--- src/gba_loader_pkg.sv ---
/*
 * Shared constants and types for the GBA download front end
 * Host stream widths, download indices, flash marker, quirk table, cheat record
 */
package gba_loader_pkg;

	// ========================================
	// Host stream
	// ========================================
	localparam logic [7:0] IDX_BIOS = 8'd0;   // Index of the BIOS image
	localparam logic [7:0] IDX_CODE = 8'd255; // Index of the cheat file
	localparam int ADDR_W      = 27;          // Host byte address
	localparam int DATA_W      = 16;          // Host halfword
	localparam int BIOS_ADDR_W = 12;          // Word address, byte addr 13:2
	localparam int PAK_ADDR_W  = 25;          // Last byte addr 26:2

	// ========================================
	// Cartridge header
	// ========================================
	localparam int FLASH_MARK_LEN = 9;
	localparam logic [FLASH_MARK_LEN*8-1:0] FLASH_MARK = "FLASH1M_V";

	localparam int TITLE_LEN = 12;                                // Title bytes in header
	localparam logic [ADDR_W-1:0] TITLE_BASE      = 27'h00000A0; // First title byte
	localparam logic [ADDR_W-1:0] TITLE_DONE_ADDR = 27'h00000AC; // Write here starts compare

	// Titles that need the SRAM quirk, zero padded to full length
	localparam int QUIRK_N = 8;
	localparam logic [TITLE_LEN*8-1:0] QUIRK_TITLES [QUIRK_N] = '{
		{"ROCKY BOXING"},            // 0
		{"DBZ LGCYGOKU"},            // 1
		{"IRIDIONII", 24'h000000},   // 2
		{"TOPGUN CZ", 24'h000000},   // 3
		{"BOMBER MAN", 16'h0000},    // 4  NES classic
		{"CASTLEVANIA", 8'h00},      // 5  NES classic
		{"SUPER MARIO", 8'h00},      // 6  NES classic
		{"ZELDA 1", 40'h0000000000}  // 7  NES classic
	};

	// Bit i set when entry i also remaps memory (NES classics)
	localparam logic [QUIRK_N-1:0] QUIRK_REMAP = 8'b1111_0000;

	// ========================================
	// Cheat record
	// ========================================
	// Filled as halfwords by the loader, consumed as four words by the core
	typedef union packed {
		logic [7:0][DATA_W-1:0] half;  // Slot 7 is the top halfword of flags
		struct packed {
			logic [31:0] flags;
			logic [31:0] address;
			logic [31:0] compare;
			logic [31:0] replace;
		} field;
	} cheat_code_u;

endpackage

--- src/bios_word_packer.sv ---
/*
 * BIOS word packer: pairs host halfwords into 32-bit BIOS words
 */
`timescale 1ns/100ps

module bios_word_packer import gba_loader_pkg::*; (
	input  logic                   clk_sys,
	input  logic                   reset,
	input  logic                   is_bios_i,
	input  logic                   wr_i,
	input  logic [ADDR_W-1:0]      addr_i,
	input  logic [DATA_W-1:0]      dout_i,
	output logic [BIOS_ADDR_W-1:0] bios_wraddr_o,
	output logic [31:0]            bios_wrdata_o,
	output logic                   bios_wr_o
);

	logic bios_we;

	assign bios_we = is_bios_i && wr_i;

	// Strobe only on the upper halfword
	always_ff @(posedge clk_sys) begin
		if (reset)
			bios_wr_o <= 1'b0;
		else
			bios_wr_o <= bios_we && addr_i[1];
	end

	always_ff @(posedge clk_sys) begin
		if (bios_we) begin
			if (!addr_i[1]) begin
				bios_wrdata_o[15:0] <= dout_i;  // Low half waits for its partner
			end else begin
				bios_wrdata_o[31:16] <= dout_i;
				bios_wraddr_o        <= addr_i[13:2];
			end
		end
	end

	// Halfword pairs alternate, so a word never follows a word directly
	a_bios_wr_single: assert property (@(posedge clk_sys) disable iff (reset)
		bios_wr_o |=> !bios_wr_o);

endmodule

--- src/cart_header_scanner.sv ---
/*
 * Cartridge scanner: loaded flag, cart type, top pak address and
 * detection of the FLASH1M_V marker anywhere in the image
 */
`timescale 1ns/100ps

module cart_header_scanner import gba_loader_pkg::*; (
	input  logic                  clk_sys,
	input  logic                  reset,
	input  logic                  is_cart_i,
	input  logic                  cart_start_i,
	input  logic                  cart_end_i,
	input  logic [1:0]            cart_type_i,
	input  logic                  wr_i,
	input  logic [ADDR_W-1:0]     addr_i,
	input  logic [DATA_W-1:0]     dout_i,
	output logic                  cart_loaded_o,
	output logic [1:0]            cart_type_o,
	output logic [PAK_ADDR_W-1:0] max_pak_addr_o,
	output logic                  flash_1m_o
);

	// Byte history, newest byte lowest
	logic [(FLASH_MARK_LEN-1)*8-1:0] hist_q;
	logic [(FLASH_MARK_LEN-1)*8-1:0] hist_base;
	logic                            cart_we;
	logic                            mark_lo;   // Marker ends on the low byte
	logic                            mark_hi;   // Marker ends on the high byte

	assign cart_we   = is_cart_i && wr_i;
	assign hist_base = cart_start_i ? '0 : hist_q;   // Fresh image starts empty

	assign mark_lo = ({hist_base, dout_i[7:0]} == FLASH_MARK);
	assign mark_hi = ({hist_base[(FLASH_MARK_LEN-2)*8-1:0], dout_i[7:0], dout_i[15:8]}
		== FLASH_MARK);

	// ========================================
	// Cart facts
	// ========================================
	always_ff @(posedge clk_sys) begin
		if (reset) begin
			cart_loaded_o  <= 1'b0;
			cart_type_o    <= 2'd0;
			max_pak_addr_o <= '0;
			flash_1m_o     <= 1'b0;
		end else begin
			if (cart_start_i) begin
				cart_loaded_o <= 1'b1;
				cart_type_o   <= cart_type_i;
				flash_1m_o    <= 1'b0;
			end
			if (cart_we && (mark_lo || mark_hi))
				flash_1m_o <= 1'b1;   // Wins over the clear at start
			if (cart_end_i)
				max_pak_addr_o <= addr_i[ADDR_W-1:2];   // Last written byte address
		end
	end

	// ========================================
	// Marker history
	// ========================================
	always_ff @(posedge clk_sys) begin
		if (cart_we)
			hist_q <= {hist_base[(FLASH_MARK_LEN-3)*8-1:0], dout_i[7:0], dout_i[15:8]};
		else if (cart_start_i)
			hist_q <= '0;
	end

endmodule

--- src/cart_quirk_matcher.sv ---
/*
 * Quirk matcher: captures the 12-byte game title from the cart header
 * and looks it up in the SRAM and memory-remap quirk table
 */
`timescale 1ns/100ps

module cart_quirk_matcher import gba_loader_pkg::*; (
	input  logic              clk_sys,
	input  logic              reset,
	input  logic              is_cart_i,
	input  logic              cart_start_i,
	input  logic              wr_i,
	input  logic [ADDR_W-1:0] addr_i,
	input  logic [DATA_W-1:0] dout_i,
	output logic              sram_quirk_o,
	output logic              memory_remap_quirk_o
);

	logic [TITLE_LEN*8-1:0] title_q;   // First character in the top byte
	logic                   cart_we;
	logic                   in_title;
	logic [3:0]             title_off;
	logic [6:0]             title_lsb;
	logic                   hit_any;
	logic                   hit_remap;

	assign cart_we   = is_cart_i && wr_i;
	assign in_title  = (addr_i >= TITLE_BASE) && (addr_i < TITLE_DONE_ADDR);
	assign title_off = addr_i[3:0] - TITLE_BASE[3:0];
	assign title_lsb = {4'(TITLE_LEN - 2) - title_off, 3'd0};   // Halfword bit position

	// Header bytes arrive low byte first, swap into string order
	always_ff @(posedge clk_sys) begin
		if (cart_we && in_title)
			title_q[title_lsb +: 16] <= {dout_i[7:0], dout_i[15:8]};
	end

	// Table lookup
	always_comb begin
		hit_any   = 1'b0;
		hit_remap = 1'b0;
		for (int i = 0; i < QUIRK_N; i++) begin
			if (title_q == QUIRK_TITLES[i]) begin
				hit_any   = 1'b1;
				hit_remap = hit_remap | QUIRK_REMAP[i];
			end
		end
	end

	always_ff @(posedge clk_sys) begin
		if (reset || cart_start_i) begin
			sram_quirk_o         <= 1'b0;
			memory_remap_quirk_o <= 1'b0;
		end else if (cart_we && (addr_i == TITLE_DONE_ADDR)) begin
			if (hit_any)   sram_quirk_o         <= 1'b1;
			if (hit_remap) memory_remap_quirk_o <= 1'b1;
		end
	end

endmodule

--- src/cheat_code_assembler.sv ---
/*
 * Cheat code assembler: builds 128-bit cheat records from the code file
 * and flags each complete record and the start of a new code list
 */
`timescale 1ns/100ps

module cheat_code_assembler import gba_loader_pkg::*; (
	input  logic              clk_sys,
	input  logic              reset,
	input  logic              is_code_i,
	input  logic              code_start_i,
	input  logic              wr_i,
	input  logic [ADDR_W-1:0] addr_i,
	input  logic [DATA_W-1:0] dout_i,
	output cheat_code_u       cheat_code_o,
	output logic              cheat_valid_o,
	output logic              cheat_clear_o
);

	logic       code_we;
	logic [2:0] slot;

	assign code_we = is_code_i && wr_i && !addr_i[0];   // Halfword aligned only

	// Byte offset to slot
	// Field 0 (flags) is at offsets 0..3 but lives in slots 7:6, low half first
	assign slot = {~addr_i[3], ~addr_i[2], addr_i[1]};

	always_ff @(posedge clk_sys) begin
		if (code_we)
			cheat_code_o.half[slot] <= dout_i;
	end

	always_ff @(posedge clk_sys) begin
		if (reset) begin
			cheat_valid_o <= 1'b0;
			cheat_clear_o <= 1'b0;
		end else begin
			cheat_valid_o <= code_we && (addr_i[3:0] == 4'd14);   // Replace top ends a record
			cheat_clear_o <= code_start_i;                       // New list drops old codes
		end
	end

	// A list clear in the same cycle would drop the finished record
	a_valid_no_clear: assert property (@(posedge clk_sys) disable iff (reset)
		cheat_valid_o |-> !cheat_clear_o);

endmodule

--- src/dl_classifier.sv ---
/*
 * Download classifier: registers the host stream and sorts it into
 * BIOS, cheat code or cartridge, with start and end strobes
 */
`timescale 1ns/100ps

module dl_classifier import gba_loader_pkg::*; (
	input  logic              clk_sys,
	input  logic              reset,
	input  logic              ioctl_download_i,
	input  logic [7:0]        ioctl_index_i,
	input  logic [ADDR_W-1:0] ioctl_addr_i,
	input  logic [DATA_W-1:0] ioctl_dout_i,
	input  logic              ioctl_wr_i,
	output logic              wr_o,
	output logic [ADDR_W-1:0] addr_o,
	output logic [DATA_W-1:0] dout_o,
	output logic              is_bios_o,
	output logic              is_cart_o,
	output logic              is_code_o,
	output logic [1:0]        cart_type_o,
	output logic              cart_start_o,
	output logic              cart_end_o,
	output logic              code_start_o
);

	logic kind_bios, kind_code, kind_cart;
	logic dl_prev;   // Download level one cycle back
	logic dl_rise;

	assign kind_bios = (ioctl_index_i == IDX_BIOS);
	assign kind_code = (ioctl_index_i == IDX_CODE);
	assign kind_cart = !kind_bios && !kind_code;   // Every other index is a cart
	assign dl_rise   = ioctl_download_i && !dl_prev;

	always_ff @(posedge clk_sys) begin
		if (reset) begin
			wr_o         <= 1'b0;
			is_bios_o    <= 1'b0;
			is_cart_o    <= 1'b0;
			is_code_o    <= 1'b0;
			cart_start_o <= 1'b0;
			cart_end_o   <= 1'b0;
			code_start_o <= 1'b0;
			dl_prev      <= 1'b0;
		end else begin
			wr_o         <= ioctl_wr_i;
			is_bios_o    <= ioctl_download_i && kind_bios;
			is_cart_o    <= ioctl_download_i && kind_cart;
			is_code_o    <= ioctl_download_i && kind_code;
			cart_start_o <= dl_rise && kind_cart;
			code_start_o <= dl_rise && kind_code;
			cart_end_o   <= is_cart_o && !ioctl_download_i; // Falling edge of a cart load
			dl_prev      <= ioctl_download_i;
		end
	end

	// Address and data hold the last written values, so the end strobe sees the top address
	always_ff @(posedge clk_sys) begin
		cart_type_o <= ioctl_index_i[7:6];
		if (ioctl_wr_i) begin
			addr_o <= ioctl_addr_i;
			dout_o <= ioctl_dout_i;
		end
	end

	a_kind_onehot: assert property (@(posedge clk_sys) disable iff (reset)
		$onehot0({is_bios_o, is_cart_o, is_code_o}));

endmodule

--- src/gba_loader_top.sv ---
/*
 * GBA download front end: classifier feeding BIOS, cheat, cart and quirk stages
 */
`timescale 1ns/100ps

module gba_loader_top import gba_loader_pkg::*; (
	input  logic                   clk_sys,
	input  logic                   reset,
	input  logic                   ioctl_download_i,
	input  logic [7:0]             ioctl_index_i,
	input  logic [ADDR_W-1:0]      ioctl_addr_i,
	input  logic [DATA_W-1:0]      ioctl_dout_i,
	input  logic                   ioctl_wr_i,
	output logic [BIOS_ADDR_W-1:0] bios_wraddr_o,
	output logic [31:0]            bios_wrdata_o,
	output logic                   bios_wr_o,
	output cheat_code_u            cheat_code_o,
	output logic                   cheat_valid_o,
	output logic                   cheat_clear_o,
	output logic                   cart_loaded_o,
	output logic [1:0]             cart_type_o,
	output logic [PAK_ADDR_W-1:0]  max_pak_addr_o,
	output logic                   flash_1m_o,
	output logic                   sram_quirk_o,
	output logic                   memory_remap_quirk_o
);

	// Registered stream shared by all consumers
	logic              dl_wr;
	logic [ADDR_W-1:0] dl_addr;
	logic [DATA_W-1:0] dl_dout;
	logic              is_bios, is_cart, is_code;
	logic [1:0]        dl_cart_type;
	logic              cart_start, cart_end, code_start;

	dl_classifier u_classifier (
		.clk_sys, .reset,
		.ioctl_download_i, .ioctl_index_i, .ioctl_addr_i, .ioctl_dout_i, .ioctl_wr_i,
		.wr_o(dl_wr), .addr_o(dl_addr), .dout_o(dl_dout),
		.is_bios_o(is_bios), .is_cart_o(is_cart), .is_code_o(is_code),
		.cart_type_o(dl_cart_type), .cart_start_o(cart_start),
		.cart_end_o(cart_end), .code_start_o(code_start)
	);

	bios_word_packer u_bios (
		.clk_sys, .reset, .is_bios_i(is_bios),
		.wr_i(dl_wr), .addr_i(dl_addr), .dout_i(dl_dout),
		.bios_wraddr_o, .bios_wrdata_o, .bios_wr_o
	);

	cheat_code_assembler u_cheat (
		.clk_sys, .reset, .is_code_i(is_code), .code_start_i(code_start),
		.wr_i(dl_wr), .addr_i(dl_addr), .dout_i(dl_dout),
		.cheat_code_o, .cheat_valid_o, .cheat_clear_o
	);

	cart_header_scanner u_scanner (
		.clk_sys, .reset, .is_cart_i(is_cart),
		.cart_start_i(cart_start), .cart_end_i(cart_end), .cart_type_i(dl_cart_type),
		.wr_i(dl_wr), .addr_i(dl_addr), .dout_i(dl_dout),
		.cart_loaded_o, .cart_type_o, .max_pak_addr_o, .flash_1m_o
	);

	cart_quirk_matcher u_quirk (
		.clk_sys, .reset, .is_cart_i(is_cart), .cart_start_i(cart_start),
		.wr_i(dl_wr), .addr_i(dl_addr), .dout_i(dl_dout),
		.sram_quirk_o, .memory_remap_quirk_o
	);

endmodule

--- config.mk ---
export PLATFORM = sky130hd
export DESIGN_NAME = gba_loader_top
export DESIGN_NICKNAME = d
export VERILOG_FILES = /design/src/gba_loader_pkg.sv /design/src/bios_word_packer.sv /design/src/cart_header_scanner.sv /design/src/cart_quirk_matcher.sv /design/src/cheat_code_assembler.sv /design/src/dl_classifier.sv /design/src/gba_loader_top.sv
export SDC_FILE = /design/constraint.sdc
export NUM_CORES = 1
export LEC_CHECK = 0
export BUFFER_PORTS_ARGS = -buffer_cell sky130_fd_sc_hd__buf_4
export CAP_MARGIN = 20
export CORE_MARGIN = 2
export CORE_UTILIZATION = 35
export DETAILED_ROUTE_END_ITERATION = 16
export HOLD_SLACK_MARGIN = 0.15
export PLACE_DENSITY_LB_ADDON = 0.15
export REMOVE_ABC_BUFFERS = 1
export SETUP_SLACK_MARGIN = 0.2
export SYNTH_ARGS = -nofsm -noshare
export SYNTH_HDL_FRONTEND = slang
export SYNTH_HIERARCHICAL = 1
export SYNTH_SLANG_ARGS = --single-unit
--- constraint.sdc ---
create_clock -name clk_sys -period 3.2 [get_ports clk_sys]
set_input_delay 0.64 -clock clk_sys [delete_from_list [all_inputs] [get_ports clk_sys]]
set_output_delay 0.64 -clock clk_sys [all_outputs]
set_load 0.005 [all_outputs]
==> results of run 1 <==
-- sequential cells by signal, indices dropped and copies added (netlist names), 2 cells and up --
| name | flops |
|---|---|
| u_scanner/max_pak_addr_o | 25 |
| u_quirk/title_q | 96 |
| u_classifier/cart_type_o | 2 |
| u_scanner/cart_type_o | 2 |
| u_cheat/cheat_code_o | 128 |
| u_scanner/hist_q | 64 |
| u_classifier/dout_o | 16 |
| u_bios/bios_wrdata_o | 32 |
| u_bios/bios_wraddr_o | 12 |
| u_classifier/addr_o | 27 |
-- metal layers --
| layer | wire (µm) | global-route usage | part of all wire |
|---|---|---|---|
| met1 | 19600 | 0.254 | 0.41 |
| met2 | 24300 | 0.348 | 0.50 |
| met3 | 2890 | 0.0434 | 0.060 |
| met4 | 1490 | 0.0759 | 0.031 |
| met5 | 0 | 0 | 0 |
-- cell usage after synthesis, types with 3 or more instances --
cell        n
a21oi_1    55
a22o_1     17
a22oi_1    18
and2_1     12
and3_1      3
and4_1      3
and4b_1     7
buf_1       6
buf_2       5
clkbuf_1   30
dfxtp_1   108
edfxtp_1  311
ha_1        4
inv_1       6
mux2i_1    35
nand2_1   151
nand2b_1    9
nand3_1     9
nand3b_1   19
nand4_1    27
nand4b_1   13
nor2_1    151
nor2b_1    10
nor3_1     21
nor3_2      4
nor3b_1     4
nor4_1     26
nor4b_1    23
nor4bb_1   11
o21ai_0     4
o21ai_1     3
or2_2       9
or4_1       4
-- area by class of cell --
cell class	count	area, µm²	area share
antenna	3	7.51	0.000372
inverter	7	26.3	0.00130
multi-input combinational	684	4020	0.199
sequential	419	11500	0.570
clock buffer	56	1190	0.0587
tap	592	741	0.0367
clock inverter	26	308	0.0152
timing repair buffer	320	2400	0.119
-- timing repair --
action | 4_1_cts | 5_1_grt
endpoints found under the setup margin | 0 | 40
hold endpoints to repair | 1 | 0
resized for setup | 0 | 2
hold buffers | 1 | 0
-- cell families (layout without fill, tap and decap cells) --
group                      after synthesis  count (layout)  share of synthesized area
AOI/OAI and AO/OA                      108             108                     0.0441
xor gates and xnor gates                 4               4                    0.00223
adders and majority gates                4               4                    0.00319
buffers and inverters                   50             409                     0.0129
DFF                                    419             419                      0.732
muxes                                   35              35                     0.0223
other                                    0               3                          0
and+or+nand+nor                        533             533                      0.183
-- power groups by stage --
stage	Sequential, W	Combinational, W	Clock [W]
after detailed placement	0.00616	0.000719	0
after global placement	0.00616	0.000711	0
after floorplan	0.00618	0.000308	0
after CTS	0.00604	0.000724	0.00539
after global routing	0.00605	0.000793	0.00558
final	0.00604	0.000727	0.00528
-- how the worst max path moves through the flow --
stage	from	end	slack, ns	depth (start not counted)
6_report	u_classifier/addr_o[1]	u_quirk/title_q[34]	0.30	9
4_1_cts	u_classifier/addr_o[1]	u_quirk/title_q[70]	0.24	9
5_1_grt	u_classifier/addr_o[1]	u_quirk/title_q[34]	0.13	9
3_3_place_gp	u_classifier/addr_o[1]	u_quirk/title_q[67]	0.38	9
2_1_floorplan	u_classifier/addr_o[0]	u_quirk/title_q[48]	-1.01	8
3_5_place_dp	u_classifier/addr_o[1]	u_quirk/title_q[70]	0.26	9
-- metrics by stage --
stage | total power (W) | hold WS, ns | instances
final | 0.0121 | 0.188 | 2107
after global routing | 0.0124 | 0.174 | 2106
after CTS | 0.0122 | 0.154 | 2104
after detailed placement | 0.00688 | 0.425 | 2021
after global placement | 0.00687 | 0.409 | 2021
after floorplan | 0.00648 | 0.399 | 1110
-- worst max-delay path, cell delays in order (launching register included) --
cell and delay [ns]:
edfxtp_1 0.46, inv_1 0.10, ha_1 0.30, buf_4 0.18, nor2_1 0.06, o31ai_1 0.28, xnor2_1 0.13, buf_4 0.19
nand2b_1 0.26, nor2_1 0.56
==> results.toml, run 1 <==
[status]
status = "completed"

[logic_synthesis]
synthCells = 1153
ys_ff_latch = 419
synth.avg_cell_area_um2 = 13.6
yosys-top-cells-area = "edfxtp_1 (59%), dfxtp_1 (14%), nand2_1 (3.6%)"
synthesis.area_um2 = 15700
seq_area_frac_synth = 0.732
yosys_warnings = 6
synth_edf_count = 311
synth_area_leader_cell = "edfxtp_1"
ys.flop_type = "edfxtp_1"
synth_top_area_share = 0.594
ys_types = 61
async_flop_share = 0

[power]
leakagePower_nw = 7.07
p_int_w = 0.00933
powerDensity_nw_per_um2 = 597
sequentialPowerShare = 0.501
ir_drop_mv = 0.477
p_switching_w = 0.00273
power_frac_comb = 0.060
p_sw_frac = 0.226
clkPwrFrac = 0.438

[final_layout]
drive_gt1_frac = 0.280
syn_to_final_growth_pct = 28.5
final_cell_mix = "buf_4 (319), edfxtp_1 (311), nor2_1 (150)"
final_util = 0.457
final_common_cell = "buf_4"
fill_cells = 4031
fin_nets = 1535
final_design_area_no_fill_um2 = 20200

[global_routing]
grt_overflow = 0
grt_max_degree = 63
grt_first_pass_wirelength_um = 69500
grt_pass1_vias = 10500
grt.total_usage = 0.204
antenna_found_initial = 3

[clock_tree]
clkTransAtPathRegs_ns = 0.06
post_cts_buffers = 0
ctsHtreeMaxLevel = 2
cts_made_buffers = 44
cts_buffer_depth = 3
cts_tree = "done"
clkSinkCount = 419
cts_root_buf = "clkbuf_16"
insertion_delay_ns = 0.58

[place]
place_area_um2 = 18700
gp_congestion = 0.865
dp_hpwl_um = 33300
place_ws_ns = 0.258
portBuffers = 260

[die]
coreArea_um2 = 44200
die_h_um = 216
fp.dieW_um = 216
rows = 77
die_area_um2 = 46600
io_pins = 261
initial_core_util = 0.355

[setup_path]
crit_type = "flop to flop"
cp-start-kind = "flop"
critPathArrivalTime_ns = 3.10
critical_path.endpoint_type = "flop"
ff2ff_setup_slack_ns = 0.30
crit_fanout = 16
reg2reg_from = "u_classifier/addr_o[1]"
r2r_cells = 9
r2r-end = "u_quirk/title_q[34]"
critPathRequiredTime_ns = 3.40

[timing]
period_share = 0.906
hold_viol = 0
worst_slack_ns = 0.302
finalCriticalPeriod_ns = 2.90
max_freq_ghz = 0.345
fin_setup_tns_ns = 0
timing.slew.headroom = 0.499
drv_slew = 0
rsz0062_at_grt = "true"
worstMarginPinSlew_ns = 0.752
setup_viol = 0
finalClockSkew_ns = 0.0149

[route]
detail_route.iter0.violations = 787
drc_errors = 0
routed_wl_um = 48300
wl_per_cell_um = 22.9
vias = 10600
post_drt_via_cell_ratio = 5.03
ant_nets = 0
firstDrtPassIters = 5

[hold_path]
hold_depth = 1
holdPathEnd = "u_classifier/cart_type_o[1]"
min-delay-start = "ioctl_index_i[7]"
holdCritPathClass = "input pin to flop"

[job]
cap_violations = 0
No activity file was read; power rests on OpenSTA's default activity.
==> run 2, diff against run 1 <==
--- a/config.mk
+++ b/config.mk
@@ -7,10 +7,11 @@
 export LEC_CHECK = 0
 export BUFFER_PORTS_ARGS = -buffer_cell sky130_fd_sc_hd__buf_4
 export CAP_MARGIN = 20
-export CORE_MARGIN = 2
+export CORE_MARGIN = 5
 export CORE_UTILIZATION = 35
 export DETAILED_ROUTE_END_ITERATION = 16
 export HOLD_SLACK_MARGIN = 0.15
+export MAX_ROUTING_LAYER = met4
 export PLACE_DENSITY_LB_ADDON = 0.15
 export REMOVE_ABC_BUFFERS = 1
 export SETUP_SLACK_MARGIN = 0.2
==> run 2 against run 1 <==
Power fell by 1.3%. Register-to-register slack improved by 0.07 ns. Clock power shrank 3%. Cell count about the same. Critical path depth increased by 2. Routed wire length up 1.7%. Non-clock buffer count rose by 1. Sequential share of layout area about the same. Worst setup slack improved by 0.069 ns. First-iteration DRC count rose by 14%. Critical endpoint is now u_quirk/title_q[74].
==> results.toml, run 2 (synthesis gave the netlist of run 1 again) <==
[setup_path]
reg2reg_from = "u_classifier/addr_o[0]"
crit_fanout = 19
r2r_cells = 11
cp-start-kind = "flop"
critical_path.endpoint_type = "flop"
critPathRequiredTime_ns = 3.53
critPathArrivalTime_ns = 3.16
ff2ff_setup_slack_ns = 0.37
crit_type = "flop to flop"
r2r-end = "u_quirk/title_q[74]"

[power]
p_total_w = 0.0119
ir_drop_mv = 0.387
powerDensity_nw_per_um2 = 589
leakagePower_nw = 7.05

[final_layout]
final_common_cell = "buf_4"
syn_to_final_growth_pct = 28.6
drive_gt1_frac = 0.278
final_util = 0.456
final_cells = 2109
final_cell_mix = "buf_4 (319), edfxtp_1 (311), nand2_1 (150)"
largest_register_ffs = 128
fin_nets = 1536

[job]
cap_violations = 0

[timing]
worstMarginPinSlew_ns = 0.862
max_freq_ghz = 0.353
timing.slew.headroom = 0.426
period_share = 0.884
finalCriticalPeriod_ns = 2.83
fin_setup_tns_ns = 0
rsz0062_at_grt = "true"
worst_slack_ns = 0.371
hold_viol = 0
finalClockSkew_ns = 0.0255
drv_slew = 0
setup_viol = 0

[clock_tree]
cts_tree = "done"
ctsHtreeMaxLevel = 2
insertion_delay_ns = 0.57
cts_root_buf = "clkbuf_16"
clkSinkCount = 419
clkTransAtPathRegs_ns = 0.06
cts_buffer_depth = 3
cts_made_buffers = 44

[die]
die_h_um = 222
initial_core_util = 0.354
coreArea_um2 = 44300
die_area_um2 = 49200
rows = 77
io_pins = 261
fp.dieW_um = 222

[global_routing]
antenna_found_initial = 5
grt_first_pass_wirelength_um = 71000
grt_overflow = 0
grt_max_degree = 63
grt_pass1_vias = 10500
grt.total_usage = 0.198

[route]
post_drt_via_cell_ratio = 5.05
ant_nets = 0
firstDrtPassIters = 5
detail_route.iter0.violations = 898
vias = 10700
drc_errors = 0
routed_wl_um = 49100
wl_per_cell_um = 23.3

[hold_path]
min-delay-start = "ioctl_addr_i[1]"
holdPathEnd = "u_classifier/addr_o[1]"
hold_depth = 1
holdCritPathClass = "input pin to flop"

[place]
place_inst = 2021
place_ws_ns = 0.325
dp_hpwl_um = 33900
portBuffers = 260
gp_congestion = 0.905

[status]
status = "completed"
-- run 2: cell count changes in the layout (fill, tap and decap cells not counted), moves of 2 or more --
cell	change
clkinv_2	-5
bufinv_16	-3
clkbuf_1	+2
clkbuf_16	+2
clkinv_1	+2
diode_2	+2
-- run 2: critical path, cell delays in order, from the launching register on --
cell	delay (ns)
edfxtp_1	0.42
buf_4	0.24
ha_1	0.28
and2_1	0.17
o31ai_1	0.27
xnor2_1	0.22
nor2b_1	0.08
buf_4	0.17
nand2_1	0.15
buf_4	0.22
nor2_1	0.10
a22o_1	0.25
-- run 2: area by class of cell --
cell class | instances | area [µm²]
clock buffers | 61 | 1260
repair buffers | 321 | 2410
clock inverters | 20 | 210
well taps | 592 | 741
diodes | 5 | 12.5
fillers | 4044 | 24100
flip-flops and latches | 419 | 11500
inverters | 7 | 26.3
multi-input cells | 684 | 4030
-- run 2: how the worst max path moves through the flow --
stage	startpoint	end	slack (ns)	depth (start not counted)
after floorplan	u_classifier/addr_o[0]	u_quirk/title_q[48]	-1.01	8
after global placement	u_classifier/addr_o[0]	u_quirk/title_q[70]	0.41	9
after detailed placement	u_classifier/addr_o[0]	u_quirk/title_q[69]	0.32	6
after CTS	u_classifier/addr_o[0]	u_quirk/title_q[66]	0.29	6
after global routing	u_classifier/addr_o[0]	u_quirk/title_q[74]	0.20	11
final	u_classifier/addr_o[0]	u_quirk/title_q[74]	0.37	11
-- run 2: through the flow --
| stage | cell area, µm² | hold slack (ns) |
|---|---|---|
| 3_3_place_gp | 18700 | 0.408 |
| 6_report | 20200 | 0.245 |
| 2_1_floorplan | 15500 | 0.399 |
| 4_1_cts | 20200 | 0.204 |
| 3_5_place_dp | 18700 | 0.418 |
| 5_1_grt | 20200 | 0.216 |
-- run 2: timing repair --
action,4_1_cts,5_1_grt
endpoints found under the hold margin,2,0
setup endpoints to repair,0,34
resized for setup,0,5
hold buffers,2,0
setup buffers,0,0
-- run 2: per-layer routing --
metal  wire length [µm]  vias up  GRT usage
li1                   -     4958          -
met1              20200     5255      0.244
met2              24600      366      0.325
met3               3250       74     0.0499
met4               1070        0     0.0599
met5                  0        -          -
-- run 2: power by group --
part	switching (W)	internal (W)	leakage, nW
clock	0.00211	0.00301	0.716
combinational	0.000486	0.000251	2.81
sequential	0.0000900	0.00595	3.52
total	0.00269	0.00921	7.05
==> run 3, diff against run 2 <==
==> constraint.sdc (replaced) <==
create_clock -name clk_sys -period 2.54 [get_ports clk_sys]
set_input_delay 0.508 -clock clk_sys [delete_from_list [all_inputs] [get_ports clk_sys]]
set_output_delay 0.508 -clock clk_sys [all_outputs]
set_load 0.005 [all_outputs]
==> run 3 against run 2 <==
Die area did not move. Count of clock-buffer cells in the layout is 2 higher. Maximum frequency up 21%. Routed wire length increased by 2.4%. Cell count grew 4.6%. Critical endpoint unchanged. Largest cell class unchanged. Largest power group unchanged.
==> results.toml, run 3 (synthesis gave the netlist of run 1 again) <==
[place]
gp_congestion = 0.903
place_area_um2 = 18900
dp_hpwl_um = 34300
portBuffers = 260
place_ws_ns = -0.0700

[timing]
fin_setup_tns_ns = 0
timing.slew.headroom = 0.507
setup_viol = 0
hold_ws_ns = 0.270
worst_slack_ns = 0.211
drv_slew = 0
worstMarginPinSlew_ns = 0.740
rsz0062_at_grt = "true"
period_share = 0.917
finalCriticalPeriod_ns = 2.33
hold_viol = 0
finalClockSkew_ns = 0.0251
max_freq_ghz = 0.429

[die]
rows = 77
io_pins = 261
die_h_um = 222
coreArea_um2 = 44300
die_area_um2 = 49200
initial_core_util = 0.354
fp.dieW_um = 222

[hold_path]
holdCritPathClass = "input pin to flop"
holdPathEnd = "u_classifier/is_bios_o"
min-delay-start = "ioctl_index_i[3]"
hold_depth = 3

[job]
cap_violations = 0

[route]
ant_nets = 0
wl_met2_um = 24900
post_drt_via_cell_ratio = 5.03
detail_route.iter0.violations = 1093
vias = 11100
drc_errors = 0
wl_per_cell_um = 22.8
routed_wl_um = 50300
wl_met1_um = 20900
top_layer_used = "met4"
firstDrtPassIters = 5
wl_met3_um = 2920

[clock_tree]
cts_root_buf = "clkbuf_16"
ctsHtreeMaxLevel = 2
cts_buffer_depth = 3
insertion_delay_ns = 0.57
clkSinkCount = 419
cts_made_buffers = 44
clkTransAtPathRegs_ns = 0.06
cts_tree = "done"

[setup_path]
r2r_cells = 8
crit_top_cell = "buf_4"
crit_fanout = 8
cp-start-kind = "flop"
critPathRequiredTime_ns = 2.80
r2r-end = "u_quirk/title_q[74]"
crit_type = "flop to flop"
critical_path.endpoint_type = "flop"
path_buf_inv = 3
reg2reg_from = "u_classifier/addr_o[1]"
cp_cell_sequence = "buf_6, ha_4, buf_4, xor2_4, xnor2_2, nand2_1, a211oi_2, buf_4"
slowest_delay_ns = 0.47
crit_family = "buffers and inverters"
critPathArrivalTime_ns = 2.59
ff2ff_setup_slack_ns = 0.21
cp_slowest_cell = "edfxtp_1"

[final_layout]
final_design_area_no_fill_um2 = 21500
final_cell_mix = "buf_4 (351), edfxtp_1 (311), nand2_1 (146)"
final_util = 0.485
fin_nets = 1633
drive_gt1_frac = 0.326
final_common_cell = "buf_4"
syn_to_final_growth_pct = 36.9
largest_register_ffs = 128

[global_routing]
antenna_found_initial = 4
grt.total_usage = 0.202
grt_overflow = 0
grt_pass1_vias = 11200
grt_max_degree = 63
grt_first_pass_wirelength_um = 72900

[status]
status = "completed"

[power]
ir_drop_mv = 0.414
leakagePower_nw = 7.63
powerDensity_nw_per_um2 = 712
==> run 3: cell types whose count changed in the layout (fill, tap and decap cells not counted), sizes merged <==
cell,delta
buf,+53
clkinvlp,-1
clkbuf,+2
clkinv,-1
dlygate4sd3,+44
diode,-1
==> run 3: worst max path at each step <==
stage                                  from                      endpoint  slack, ns  cells past startpoint
detailed placement   u_classifier/addr_o[0]           u_quirk/title_q[53]      -0.07                      9
floorplan            u_classifier/addr_o[0]           u_quirk/title_q[48]      -1.67                      8
global placement        u_quirk/title_q[52]  u_quirk/memory_remap_quirk_o       0.03                      8
global route         u_classifier/addr_o[1]           u_quirk/title_q[43]        0.1                     11
finish               u_classifier/addr_o[1]           u_quirk/title_q[74]       0.21                      8
CTS                 u_classifier/addr_o[18]           u_quirk/title_q[21]       0.19                      8
==> run 3: cell type report <==
class	instances	area (µm²)
inverters	7	26.3
well taps	592	741
repair buffers	418	3360
clock buffers	63	1290
fillers	3975	22800
multi-input cells	684	4410
flip-flops and latches	419	11500
clock inverters	18	169
diodes	4	10.0
==> run 3: power by group <==
| part | total (W) | switching [W] | leakage [nW] | internal [W] |
|---|---|---|---|---|
| clock | 0.00643 | 0.00260 | 0.718 | 0.00382 |
| sequential | 0.00761 | 0.000110 | 3.52 | 0.00750 |
| combinational | 0.00127 | 0.000740 | 3.39 | 0.000530 |
==> run 3: worst register-to-register path, stage by stage, from the launching register on <==
cell and delay (ns):
edfxtp_1 0.47, buf_6 0.16, ha_4 0.16, buf_4 0.16, xor2_4 0.17, xnor2_2 0.33, nand2_1 0.14, a211oi_2 0.25
buf_4 0.20
==> run 3: through the flow <==
step / power (W) / std cells
CTS: 0.0153 / 2189
global route: 0.0159 / 2205
global placement: 0.00870 / 2047
finish: 0.0153 / 2205
floorplan: 0.00817 / 1110
detailed placement: 0.00871 / 2047
==> run 3: per-layer routing <==
layer  vias to the layer above  track usage
met4                         0       0.0650
met1                      5509        0.253
met3                       109       0.0421
met5                         -            -
met2                       324        0.330
li1                       5146            -
==> run 3: timing repair <==
action / CTS / global route
hold endpoints to repair: 46 / 0
pin swaps: 13 / 16
endpoints found under the setup margin: 138 / 155
hold buffers: 46 / 0
gates resized for setup: 36 / 69
setup buffers: 15 / 12
